--- src/common/traffic_pkg.sv ---
`default_nettype none

package traffic_pkg;

	// one received or transmitted byte
	typedef logic [7:0] byte_t;

	// one word on the write port
	typedef logic [31:0] word_t;

	// frame layout is start byte, length byte, then payload
	localparam byte_t START_BYTE = 8'hFF;

	// reply queued once a whole frame has been read ("d")
	localparam byte_t DONE_BYTE = 8'h64;

	// word FIFO between the parser and the write port
	localparam int IN_DEPTH = 64;

	// byte FIFO between the parser and the transmitter
	localparam int OUT_DEPTH = 128;

endpackage

`default_nettype wire

--- src/common/fifo_if.sv ---
`timescale 1ns/1ps
`default_nettype none

interface fifo_if #(
	parameter type payload_t = logic [7:0]
);

	// writer side
	logic push;
	payload_t push_data;

	// reader side, head shown combinationally
	logic pop;
	payload_t pop_data;

	// status from the FIFO
	logic empty;
	logic full;

	modport writer (
		output push,
		output push_data
	);

	modport reader (
		output pop,
		input pop_data,
		input empty
	);

	modport fifo (
		input push,
		input push_data,
		input pop,
		output pop_data,
		output empty,
		output full
	);

endinterface

`default_nettype wire

--- src/rtl/fifo/sync_fifo.sv ---
`timescale 1ns/1ps
`default_nettype none

module sync_fifo
	import traffic_pkg::*;
#(
	parameter type payload_t = byte_t,
	parameter int DEPTH = OUT_DEPTH
) (
	input wire clk,
	input wire reset,
	fifo_if.fifo q
);

	payload_t mem [DEPTH];

	logic [$clog2(DEPTH)-1:0] wr_ptr;
	logic [$clog2(DEPTH)-1:0] rd_ptr;
	logic [$clog2(DEPTH+1)-1:0] count;

	logic do_push;
	logic do_pop;

	// a push into a full buffer is simply lost
	assign do_push = q.push && !q.full;
	assign do_pop = q.pop && !q.empty;

	assign q.empty = (count == 0);
	assign q.full = (count == DEPTH);

	// head of the queue, valid in the pop cycle
	assign q.pop_data = mem[rd_ptr];

	// storage
	always_ff @(posedge clk) begin
		if (do_push) begin
			mem[wr_ptr] <= q.push_data;
		end
	end

	// pointers wrap at the last entry
	always_ff @(posedge clk) begin
		if (reset) begin
			wr_ptr <= '0;
			rd_ptr <= '0;
		end else begin
			if (do_push) begin
				if (wr_ptr == DEPTH - 1) begin
					wr_ptr <= '0;
				end else begin
					wr_ptr <= wr_ptr + 1'b1;
				end
			end
			if (do_pop) begin
				if (rd_ptr == DEPTH - 1) begin
					rd_ptr <= '0;
				end else begin
					rd_ptr <= rd_ptr + 1'b1;
				end
			end
		end
	end

	// occupancy, unchanged when push and pop meet
	always_ff @(posedge clk) begin
		if (reset) begin
			count <= '0;
		end else begin
			case ({do_push, do_pop})
				2'b10: count <= count + 1'b1;
				2'b01: count <= count - 1'b1;
				default: count <= count;
			endcase
		end
	end

endmodule

`default_nettype wire

--- src/rtl/frame_parser_fsm.sv ---
`timescale 1ns/1ps
`default_nettype none

module frame_parser_fsm
	import traffic_pkg::*;
(
	input wire clk,
	input wire reset,
	input wire rx_done_tick,
	input wire byte_t rx_data_out,
	input wire frame_done,
	output logic load,
	output logic count_en,
	output byte_t length,
	fifo_if.writer in_q,
	fifo_if.writer out_q
);

	typedef enum logic [1:0] {
		s_idle,
		s_length,
		s_payload
	} state_t;

	state_t state;
	state_t state_next;

	logic start_seen;
	logic frame_end;

	assign start_seen = rx_done_tick && (rx_data_out == START_BYTE);

	// counter has caught up with the length, frame is over
	assign frame_end = (state == s_payload) && frame_done;

	// length byte goes straight to the counter
	assign load = (state == s_length) && rx_done_tick;
	assign length = rx_data_out;

	// payload byte while the frame is still open
	assign count_en = (state == s_payload) && !frame_done && rx_done_tick;

	always_comb begin
		state_next = state;
		case (state)
			s_idle: begin
				if (start_seen) begin
					state_next = s_length;
				end
			end
			s_length: begin
				if (rx_done_tick) begin
					state_next = s_payload;
				end
			end
			s_payload: begin
				// a tick arriving together with frame_end lies outside the frame
				if (frame_done) begin
					state_next = start_seen ? s_length : s_idle;
				end
			end
			default: begin
				state_next = s_idle;
			end
		endcase
	end

	always_ff @(posedge clk) begin
		if (reset) begin
			state <= s_idle;
			in_q.push <= 1'b0;
		end else begin
			state <= state_next;
			in_q.push <= count_en;
		end
	end

	// payload byte zero-extended into a write-port word
	always_ff @(posedge clk) begin
		if (count_en) begin
			in_q.push_data <= word_t'(rx_data_out);
		end
	end

	// one done byte per completed frame, same cycle as the last word push
	assign out_q.push = frame_end;
	assign out_q.push_data = DONE_BYTE;

endmodule

`default_nettype wire

--- src/rtl/payload_counter.sv ---
`timescale 1ns/1ps
`default_nettype none

module payload_counter
	import traffic_pkg::*;
(
	input wire clk,
	input wire reset,
	input wire load,
	input wire byte_t length,
	input wire count_en,
	output logic frame_done
);

	byte_t length_reg;
	byte_t count;

	// length is captured once per frame
	always_ff @(posedge clk) begin
		if (reset) begin
			length_reg <= '0;
		end else if (load) begin
			length_reg <= length;
		end
	end

	// payload bytes seen so far
	always_ff @(posedge clk) begin
		if (reset) begin
			count <= '0;
		end else if (load) begin
			count <= '0;
		end else if (count_en) begin
			count <= count + 1'b1;
		end
	end

	// a zero length is done right after the load
	assign frame_done = (count == length_reg);

endmodule

`default_nettype wire

--- src/rtl/stream_drain.sv ---
`timescale 1ns/1ps
`default_nettype none

module stream_drain #(
	parameter type payload_t = logic [7:0]
) (
	input wire clk,
	input wire reset,
	input wire stall,
	fifo_if.reader q,
	output logic strobe,
	output payload_t data
);

	logic pop;

	// strobe is high exactly one cycle after a pop, so it also
	// marks the previous cycle's pop and keeps a dead cycle between pops.
	// that gap lets the consumer raise its stall level in time
	assign pop = !q.empty && !stall && !strobe;
	assign q.pop = pop;

	always_ff @(posedge clk) begin
		if (reset) begin
			strobe <= 1'b0;
		end else begin
			strobe <= pop;
		end
	end

	// head captured in the pop cycle
	always_ff @(posedge clk) begin
		if (pop) begin
			data <= q.pop_data;
		end
	end

endmodule

`default_nettype wire

--- src/rtl/traffic_generator.sv ---
`timescale 1ns/1ps
`default_nettype none

module traffic_generator
	import traffic_pkg::*;
(
	input wire clk,
	input wire reset,
	input wire rx_done_tick,
	input wire byte_t rx_data_out,
	input wire tx_busy,
	input wire wr_full,
	output logic tx_start_transmission,
	output byte_t tx_data_in,
	output logic wr_en,
	output word_t wr_data
);

	// parser to counter
	logic load;
	logic count_en;
	byte_t length;
	logic frame_done;

	// payload words and done bytes
	fifo_if #(.payload_t(word_t)) in_q ();
	fifo_if #(.payload_t(byte_t)) out_q ();

	frame_parser_fsm parser (
		.clk(clk),
		.reset(reset),
		.rx_done_tick(rx_done_tick),
		.rx_data_out(rx_data_out),
		.frame_done(frame_done),
		.load(load),
		.count_en(count_en),
		.length(length),
		.in_q(in_q),
		.out_q(out_q)
	);

	payload_counter counter (
		.clk(clk),
		.reset(reset),
		.load(load),
		.length(length),
		.count_en(count_en),
		.frame_done(frame_done)
	);

	sync_fifo #(
		.payload_t(word_t),
		.DEPTH(IN_DEPTH)
	) in_fifo (
		.clk(clk),
		.reset(reset),
		.q(in_q)
	);

	sync_fifo #(
		.payload_t(byte_t),
		.DEPTH(OUT_DEPTH)
	) out_fifo (
		.clk(clk),
		.reset(reset),
		.q(out_q)
	);

	// write port held off by wr_full
	stream_drain #(.payload_t(word_t)) wr_drain (
		.clk(clk),
		.reset(reset),
		.stall(wr_full),
		.q(in_q),
		.strobe(wr_en),
		.data(wr_data)
	);

	// transmitter held off by tx_busy
	stream_drain #(.payload_t(byte_t)) tx_drain (
		.clk(clk),
		.reset(reset),
		.stall(tx_busy),
		.q(out_q),
		.strobe(tx_start_transmission),
		.data(tx_data_in)
	);

endmodule

`default_nettype wire

--- config.mk ---
export PLATFORM = sky130hd
export DESIGN_NAME = traffic_generator
export DESIGN_NICKNAME = d
export VERILOG_FILES = /design/src/common/traffic_pkg.sv /design/src/common/fifo_if.sv /design/src/rtl/fifo/sync_fifo.sv /design/src/rtl/frame_parser_fsm.sv /design/src/rtl/payload_counter.sv /design/src/rtl/stream_drain.sv /design/src/rtl/traffic_generator.sv
export SDC_FILE = /design/constraint.sdc
export NUM_CORES = 1
export LEC_CHECK = 0
export BUFFER_PORTS_ARGS = -buffer_cell sky130_fd_sc_hd__buf_2
export CAP_MARGIN = 0
export CELL_PAD_IN_SITES_DETAIL_PLACEMENT = 1
export CELL_PAD_IN_SITES_GLOBAL_PLACEMENT = 1
export CORE_MARGIN = 8
export CORE_UTILIZATION = 45
export DETAILED_ROUTE_END_ITERATION = 6
export MAX_ROUTING_LAYER = met4
export PLACE_DENSITY_LB_ADDON = 0.1
export SLEW_MARGIN = 20
export SYNTH_ARGS = -nofsm -noshare
export SYNTH_HDL_FRONTEND = slang
export SYNTH_SLANG_ARGS = --single-unit
--- constraint.sdc ---
create_clock -name clk -period 3.57 [get_ports clk]
set_input_delay 0.714 -clock clk [delete_from_list [all_inputs] [get_ports clk]]
set_output_delay 0.714 -clock clk [all_outputs]
set_load 0.05 [all_outputs]
==> run_results.csv, run 1 <==
group,metric,value,unit
placement,port_buffers,22,
sta,final.period_utilization,90.1,%
sta,rsz0062_at_grt,"false",
global_route,busiest_layer,"met2",
drt,wl,56200,microns
yosys,synth-seq-cells,576,
global_route,grt_pass1_wl,84200,microns
yosys,synth_cell_types,56,
floorplanning,start_util,45.2,%
yosys,yosys.area_share.simple,4.72,%
placement,place_congestion,0.815,
clocking,cts_resized,0,
power,finalPower,13.2,mW
global_route,grt_use_met2,30.5,%
critical_path,arrival,3.69,ns
clocking,postCtsSetupBuffers,0,
yosys,synthCells,1283,
global_route,use_met3,3.31,%
critical_path,slowest_delay,0.46,ns
critical_path,critPathBufInv,1,
critical_path,cpMaxStageDelayCell,"nor4_1",
floorplanning,fp.coreArea,0.0511,sq mm
layout,largest_reg_flops,512,
flow_run,cap_viol_max_count,0,
layout,postLayoutCoreUtil,51.5,%
power,cellPowerDensity,501,mW/mm^2
yosys,synth-edff-count,528,
yosys,synth_ff_type,"edfxtp_1",
yosys,ys.warnings.count,0,
critical_path,crit-reg2reg-launch,"out_fifo.count[3]",
clocking,clk_pin_slew,0.06,ns
layout,largest-register,"in_fifo.mem",
critical_path,reg2regPathDepth,11,
yosys,synthXorXnorAreaFrac,1.06,%
clocking,cts_hold_buf,0,
yosys,synth_fa_ha_area_share,1.04,%
worst_hold_path,whs_path_depth,2,
floorplanning,die_area,0.0589,sq mm
global_route,grt_pass1_vias,12928,
yosys,synthMuxAreaShare,13.0,%
critical_path,crit_fanout,8,
global_route,grtUsageMet1,26.0,%
sta,setup_viol,0,
floorplanning,die_y,243,microns
drt,route.vias.total,12000,
critical_path,start_kind,"register",
power,ir_worst_vdd,0.330,mV
drt,drc,0,
status,status,"finished, final reports clean",
drt,drtAntennaViolNets,0,
drt,vias_per_cell,5.63,
power,p_leak,8.47,nW
clocking,clock_sinks,576,
clocking,worstSkewPairLatency,0.63,ns
critical_path,path_class,"register to register",
worst_hold_path,holdPathEnd,"tx_drain.strobe",
critical_path,cp_top_family,"simple AND/OR/NAND/NOR gates",
layout,diodes,0,
critical_path,r2r_end,"out_fifo.count[4]",
yosys,synthArstFlopShare,0,%
drt,drt_iter0_markers,1057,
critical_path,path_cells,"nor4_1 > nand3_1 > nand4_1 > ha_1 > inv_1 > fa_1 > nor2b_1 > o21ai_0 > a21boi_0 > or3_1 > a21oi_1",
global_route,grt_overflow_total,0,
global_route,grt_usage,19.4,%
yosys,ys_seq_area_share,72.8,%
sta,finalCriticalPeriod,3.22,ns
sta,hold_viol,0,
clocking,tritoncts,"done",
critical_path,required,4.04,ns
yosys,syn_avg_cell_area,18.0,sq um
floorplanning,std_cell_rows,83,
global_route,antenna_found_initial,1,
drt,detail_route.first_pass.iterations,4,
floorplanning,ios,55,
worst_hold_path,hold_class,"primary input to register",
drt,wl_per_cell,26.4,microns
yosys,synth_compound_area_share,4.76,%
layout,drive_gt1_share,22.8,%
clocking,cts_made_buffers,59,
layout,synthToLayoutAreaGrowth,13.8,%
sta,fin_skew,0.0364,ns
sta,drv_slew,0,
floorplanning,dieWidth,243,microns
sta,worst_slew_pin_slew,1.10,ns
yosys,syn_area,0.0231,sq mm
yosys,synth_top_family_by_area,"multiplexers",
critical_path,rrSetupSlack,0.35,ns
layout,fin_nets,1433,
sta,relSlewSlack,26.8,%
clocking,clk_path_buf_depth,3,
global_route,grt_max_degree,65,
clocking,root_buffer,"clkbuf_16",
critical_path,end_kind,"register",
clocking,cts_max_level,2,
worst_hold_path,min-delay-start,"tx_busy",
placement,post-dp-hpwl,35400,microns
sta,fin_tns_setup,0,ns
sta,fmax,311,MHz
-- logic make-up after synthesis --
kind of cell             after synthesis
buffers and inverters                116
AO/OA/AOI/OAI                        147
flip-flops                           576
multiplexers                         159
XOR/XNOR                              28
other                                  2
adder cells (fa/ha/maj)               18
AND/OR/NAND/NOR                      237
-- layer usage --
layer,wire length [microns],up-vias
met5,0,-
met4,1590,0
met3,3010,94
met2,26900,292
met1,24700,6305
li1,-,5309
-- cell usage in the layout (no fill, tap or decap), types with 14 or more instances in the layout --
cell type | netlist | layout
edfxtp_1 | 528 | 528
nor2_1 | 117 | 117
mux4_2 | 112 | 112
buf_4 | 32 | 99
clkbuf_16 | 0 | 60
a22oi_1 | 48 | 48
nand2_1 | 47 | 47
mux2i_1 | 45 | 45
dfxtp_1 | 48 | 45
conb_1 | 2 | 32
clkbuf_1 | 28 | 25
buf_2 | 19 | 22
a21oi_1 | 21 | 21
xor2_1 | 18 | 18
inv_1 | 18 | 18
ha_1 | 16 | 16
nor2b_1 | 14 | 14
-- synthesized netlist by cell type (3+ instances only) --
master | count | area [sq um]
o22ai_1 | 8 | 50.1
buf_1 | 14 | 52.6
or3_1 | 3 | 18.8
xnor2_1 | 10 | 87.6
edfxtp_1 | 528 | 15900
nand3_1 | 12 | 60.1
dfxtp_1 | 48 | 961
nand2_1 | 47 | 176
nand3b_1 | 6 | 45.0
a2111oi_0 | 5 | 43.8
xor2_1 | 18 | 158
buf_6 | 5 | 56.3
mux2i_1 | 45 | 450
nor2_1 | 117 | 439
o221ai_1 | 8 | 70.1
a22oi_1 | 48 | 360
mux4_2 | 112 | 2520
o2111ai_1 | 4 | 35.0
nor4_1 | 3 | 18.8
buf_4 | 32 | 240
and2_1 | 7 | 43.8
o21a_1 | 4 | 30.0
o211ai_1 | 3 | 22.5
a31oi_1 | 7 | 43.8
a211oi_1 | 10 | 75.1
ha_1 | 16 | 200
a221o_1 | 8 | 80.1
nand4_1 | 3 | 18.8
a221oi_1 | 8 | 70.1
buf_2 | 19 | 95.1
and3_1 | 3 | 18.8
nor2b_1 | 14 | 87.6
a21oi_1 | 21 | 105
nor3_1 | 9 | 45.0
or3b_2 | 3 | 26.3
clkbuf_1 | 28 | 105
inv_1 | 18 | 67.6
-- worst max path at each step --
| stage | startpoint | to | slack, ns | depth (start not counted) |
|---|---|---|---|---|
| after global routing | out_fifo.count[3] | out_fifo.count[6] | 0.08 | 11 |
| after detailed placement | out_fifo.count[3] | out_fifo.count[6] | 0.36 | 11 |
| final | out_fifo.count[3] | out_fifo.count[4] | 0.35 | 11 |
| after global placement | counter.count[5] | out_fifo.count[7] | 0.54 | 10 |
| after floorplan | wr_full | in_fifo.count[6] | 0.60 | 8 |
| after CTS | out_fifo.count[3] | out_fifo.count[4] | 0.37 | 11 |
-- where the power goes --
part           leakage, nW  total [mW]  internal (mW)  switching (mW)
sequential            5.13        7.25           7.25       0.0000847
combinational         2.46       0.102        0.00744          0.0945
clock                0.880        5.83           3.30            2.53
-- final cells by class --
cell class | instances | area, sq um
sequential | 576 | 16800
tap | 680 | 851
timing repair buffer | 126 | 953
clock inverter | 19 | 134
multi-input combinational | 621 | 5800
inverter | 18 | 67.6
fill | 4775 | 24800
clock buffer | 91 | 1680
-- through the flow --
stage	worst slack, ns	std cells	hold slack [ns]	instance area, sq um
detailed placement	0.362	2021	0.450	24500
floorplan	0.602	1313	0.458	23200
global placement	0.541	2021	0.455	24500
global route	0.0794	2131	0.236	26300
finish	0.354	2131	0.258	26300
CTS	0.373	2131	0.229	26300
(Power assumes the default switching activity.)
==> run 2, diff against run 1 <==
--- a/config.mk
+++ b/config.mk
@@ -14,6 +14,7 @@
 export DETAILED_ROUTE_END_ITERATION = 6
 export MAX_ROUTING_LAYER = met4
 export PLACE_DENSITY_LB_ADDON = 0.1
+export RECOVER_POWER = 100
 export SLEW_MARGIN = 20
 export SYNTH_ARGS = -nofsm -noshare
 export SYNTH_HDL_FRONTEND = slang
==> run_results.csv, run 2 (same netlist as run 1, synthesis figures left out) <==
group,metric,value,unit
layout,largest_reg_flops,512,
layout,fin_nets,1433,
drt,drc,0,
floorplanning,die_area,0.0589,sq mm
status,violations,"capacitance limit, slew limit",
worst_hold_path,hold_class,"primary input to register",
clocking,cts_max_level,2,
floorplanning,std_cell_rows,83,
status,status,"finished with violations",
layout,instances_no_fill,2131,
power,p_leak,8.16,nW
critical_path,start_kind,"register",
placement,dp.cells,2021,
power,cellPowerDensity,507,mW/mm^2
sta,hold_viol,0,
clocking,clock_sinks,576,
floorplanning,fp.coreArea,0.0511,sq mm
critical_path,cpMaxStageDelayCell,"a311oi_1",
clocking,root_buffer,"clkbuf_16",
flow_run,cap_viol_max_count,4,
critical_path,r2r_end,"in_fifo.mem[23][0]",
critical_path,path_cells,"nor4_1 > clkbuf_1 > a311oi_1 > nand3_1 > clkbuf_1 > nor2_1 > clkbuf_2",
clocking,clk_path_buf_depth,3,
global_route,grt_overflow_total,0,
drt,drt_iter0_markers,958,
critical_path,crit-reg2reg-launch,"in_fifo.count[2]",
critical_path,slowest_delay,0.95,ns
floorplanning,die_y,243,microns
sta,whs,0.261,ns
sta,relSlewSlack,-33.3,%
worst_hold_path,min-delay-start,"tx_busy",
drt,wl,56000,microns
floorplanning,start_util,45.2,%
placement,post-dp-hpwl,35400,microns
clocking,cts_made_buffers,59,
layout,drive_gt1_share,17.1,%
layout,diodes,0,
clocking,postCtsSetupBuffers,0,
critical_path,startpoint,"in_fifo.count[2]",
global_route,grt_usage,19.4,%
clocking,cts_hold_buf,0,
critical_path,reg2regPathDepth,7,
drt,vias_per_cell,5.62,
sta,final.period_utilization,95.3,%
placement,place_congestion,0.815,
power,power_switching,2.63,mW
clocking,tritoncts,"done",
sta,finalCriticalPeriod,3.40,ns
sta,drv_slew,180,
sta,worst_slew_pin_slew,1.99,ns
sta,fin_tns_setup,0,ns
clocking,clk_pin_slew,0.06,ns
drt,detail_route.first_pass.iterations,5,
clocking,worstSkewPairLatency,0.63,ns
drt,wl_per_cell,26.3,microns
critical_path,rrSetupSlack,0.17,ns
sta,fin_skew,0.0345,ns
critical_path,cp_top_family,"compound AO/OA/AOI/OAI gates",
layout,largest-register,"in_fifo.mem",
clocking,cts_resized,0,
critical_path,required,3.85,ns
critical_path,critPathBufInv,3,
layout,mostFrequentLayoutCells,"edfxtp_1, nor2_1, mux4_2",
critical_path,path_depth,7,
sta,setup_viol,0,
global_route,grt_pass1_vias,12928,
layout,fill_cells,4824,
placement,port_buffers,22,
drt,drtAntennaViolNets,0,
critical_path,path_class,"register to register",
sta,rsz0062_at_grt,"false",
power,ir_worst_vdd,0.330,mV
floorplanning,ios,55,
critical_path,setup.worst_path.end,"in_fifo.mem[23][0]",
global_route,grt_max_degree,65,
power,p_int,10.6,mW
power,p_clk_share,44.2,%
layout,synthToLayoutAreaGrowth,12.4,%
global_route,antenna_found_initial,1,
critical_path,arrival,3.68,ns
power,power.share.sequential,55.0,%
drt,route.vias.total,11976,
floorplanning,dieWidth,243,microns
global_route,grt_pass1_wl,84200,microns
critical_path,crit_path_frequent_cell,"clkbuf_1",
sta,fmax,294,MHz
power,combPwrFrac,0.8,%
layout,final_common_cell,"edfxtp_1",
power,p_sw_share,19.9,%
critical_path,end_kind,"register",
critical_path,crit_fanout,8,
[run 2: power groups by stage]
stage / clock [mW] / combinational [mW] / sequential, mW
after CTS: 5.96 / 0.101 / 7.25
after global placement: 0 / 0.101 / 7.39
after global routing: 6.21 / 0.106 / 7.25
after detailed placement: 0 / 0.101 / 7.39
final: 5.83 / 0.101 / 7.25
after floorplan: 0 / 0.110 / 7.39
[run 2: cell type report]
class	count	area (sq um)	share of cell area, %
Timing Repair Buffer	126	657	2.53
Clock inverter	19	134	0.515
Sequential cell	576	16800	64.8
Clock buffer	91	1680	6.46
Tap cell	680	851	3.28
Multi-Input combinational cell	621	5760	22.2
Inverter	18	67.6	0.260
[run 2: how the worst min path moves through the flow]
stage / to / slack [ns] / cells after the start
after CTS: tx_drain.strobe / 0.23 / 2
after global routing: tx_drain.strobe / 0.24 / 2
final: tx_drain.strobe / 0.26 / 2
after floorplan: in_fifo.count[3] / 0.46 / 2
after detailed placement: tx_drain.strobe / 0.45 / 1
after global placement: tx_drain.strobe / 0.45 / 1
[run 2: per-layer routing]
layer / GRT usage (%) / part of all wire (%) / up-vias
met4: 6.17 / 2.8 / 0
met1: 26.0 / 44 / 6303
met2: 30.5 / 48 / 265
met5: - / 0 / -
met3: 3.31 / 5.0 / 94
li1: - / - / 5314
[run 2: metrics by stage]
stage,power (mW),instance area (sq um),utilization [%],setup slack [ns]
2_1_floorplan,7.50,23200,-,0.602
3_3_place_gp,7.49,24500,47.9,0.541
3_5_place_dp,7.49,24500,47.9,0.362
4_1_cts,13.3,26300,51.5,0.373
5_1_grt,13.6,26000,50.8,0.0523
6_report,13.2,26000,50.8,0.167
==> run 3, diff against run 2 <==
--- a/config.mk
+++ b/config.mk
@@ -5,7 +5,7 @@
 export SDC_FILE = /design/constraint.sdc
 export NUM_CORES = 1
 export LEC_CHECK = 0
-export BUFFER_PORTS_ARGS = -buffer_cell sky130_fd_sc_hd__buf_2
+export BUFFER_PORTS_ARGS = -buffer_cell sky130_fd_sc_hd__clkbuf_2
 export CAP_MARGIN = 0
 export CELL_PAD_IN_SITES_DETAIL_PLACEMENT = 1
 export CELL_PAD_IN_SITES_GLOBAL_PLACEMENT = 1
==> constraint.sdc (replaced) <==
create_clock -name clk -period 4.4 [get_ports clk]
set_input_delay 0.88 -clock clk [delete_from_list [all_inputs] [get_ports clk]]
set_output_delay 0.88 -clock clk [all_outputs]
set_load 0.05 [all_outputs]
==> run_results.csv, run 3 (same netlist as run 1, synthesis figures left out) <==
group,metric,value,unit
status,status,"finished with violations",
status,violations,"capacitance limit, slew limit",
clocking,clock_sinks,576,
layout,synthToLayoutAreaGrowth,10.5,%
sta,final.period_utilization,83.7,%
placement,place_congestion,0.786,
clocking,tritoncts,"done",
clocking,cts_made_buffers,59,
clocking,cts_resized,0,
sta,fmax,271,MHz
drt,detail_route.first_pass.iterations,5,
worst_hold_path,min-delay-start,"tx_drain.strobe",
flow_run,cap_viol_max_count,9,
drt,drt_iter0_markers,932,
global_route,grt_usage,18.4,%
global_route,antenna_found_initial,0,
floorplanning,std_cell_rows,83,
sta,whs,0.450,ns
worst_hold_path,holdPathEnd,"tx_drain.strobe",
drt,drc,0,
power,cellPowerDensity,415,mW/mm^2
layout,instances_no_fill,2051,
layout,drive_gt1_share,15.1,%
layout,regArea,0.0168,sq mm
placement,post-dp-hpwl,32700,microns
floorplanning,ios,55,
worst_hold_path,hold_class,"register to register",
sta,fin_tns_setup,0,ns
drt,drtAntennaViolNets,0,
global_route,grt_overflow_total,0,
critical_path,crit-reg2reg-launch,"in_fifo.rd_ptr[0]",
floorplanning,die_y,243,microns
placement,pre_cts_ws,0.819,ns
drt,route.vias.total,11616,
layout,largest-register,"in_fifo.mem",
layout,largest_reg_flops,512,
clocking,clk_pin_slew,0.06,ns
drt,wl,53000,microns
floorplanning,dieWidth,243,microns
sta,finalCriticalPeriod,3.68,ns
sta,drv_slew,501,
power,ir_worst_vdd,0.287,mV
drt,vias_per_cell,5.66,
clocking,worstSkewPairLatency,0.61,ns
layout,final_common_cell,"edfxtp_1",
sta,setup_viol,0,
sta,rsz0062_at_grt,"false",
layout,fin_nets,1357,
layout,fill_cells,4761,
global_route,grt_pass1_vias,12282,
global_route,grt_pass1_wl,79900,microns
sta,worst_slew_pin_slew,3.21,ns
critical_path,required,4.76,ns
global_route,grt_max_degree,65,
critical_path,path_class,"register to register",
critical_path,crit_fanout,27,
layout,mostFrequentLayoutCells,"edfxtp_1, nor2_1, mux4_2",
placement,port_buffers,22,
critical_path,start_kind,"register",
sta,hold_viol,0,
critical_path,end_kind,"register",
drt,wl_per_cell,25.8,microns
clocking,postCtsSetupBuffers,0,
power,p_leak,7.91,nW
floorplanning,fp.coreArea,0.0511,sq mm
clocking,cts_hold_buf,0,
clocking,clk_path_buf_depth,3,
critical_path,rrSetupSlack,0.72,ns
worst_hold_path,whs_path_depth,1,
floorplanning,start_util,45.2,%
critical_path,arrival,4.04,ns
critical_path,reg2regPathDepth,5,
clocking,cts_max_level,2,
floorplanning,die_area,0.0589,sq mm
sta,worst_slack,0.716,ns
clocking,root_buffer,"clkbuf_16",
critical_path,r2r_end,"wr_drain.data[4]",
placement,dp.cells,1945,
sta,fin_skew,0.0164,ns
layout,multi_input_area,0.00577,sq mm
layout,diodes,0,
sta,relSlewSlack,-114,%
run 3: cell types whose count changed in the layout (fill, tap and decap cells not counted), sizes merged:
cell / change
clkinvlp: -1
clkinv: -2
clkbuf: -57
inv: -2
buf: -18
run 3: worst max-delay path by stage:
stage                      startpoint               end  cells after the start
floorplan                     wr_full  in_fifo.count[6]                      8
global placement              wr_full  in_fifo.count[6]                     10
detailed placement            wr_full  in_fifo.count[6]                      9
CTS                  in_fifo.count[3]  in_fifo.count[6]                     10
global route        in_fifo.rd_ptr[0]  wr_drain.data[5]                      5
finish              in_fifo.rd_ptr[0]  wr_drain.data[4]                      5
run 3: layout make-up:
type | count | share of cell area (%)
Clock buffer | 92 | 6.55
Inverter | 18 | 0.264
Clock inverter | 14 | 0.328
Tap cell | 680 | 3.33
Sequential cell | 576 | 65.9
Timing Repair Buffer | 50 | 1.10
Multi-Input combinational cell | 621 | 22.6
run 3: power breakdown:
part           switching (mW)  total [mW]  leakage, nW  internal (mW)
logic                  0.0758      0.0808         1.93        0.00493
clock network            1.99        4.63        0.850           2.64
registers           0.0000742        5.88         5.13           5.88
run 3: worst max-delay path, cell delays in order (launching register included):
cell and delay [ns]:
dfxtp_2 1.01, clkbuf_1 0.89, mux4_2 0.62, a21oi_1 0.35
a221oi_1 0.24, a221o_1 0.30
run 3: stage by stage:
stage	total power [mW]	area (sq um)	utilization, %
2_1_floorplan	6.09	23200	-
3_3_place_gp	6.08	23900	46.8
3_5_place_dp	6.08	23900	46.8
4_1_cts	10.7	25700	50.2
5_1_grt	10.9	25500	50.0
6_report	10.6	25500	50.0
run 3: metal layers:
layer  track usage, %  wire, microns  vias up
met3             3.78           2710       65
li1                 -              -     5171
met4             4.57            968        0
met1             24.7          23500     6115
met2             28.8          25800      265
met5                -              0        -
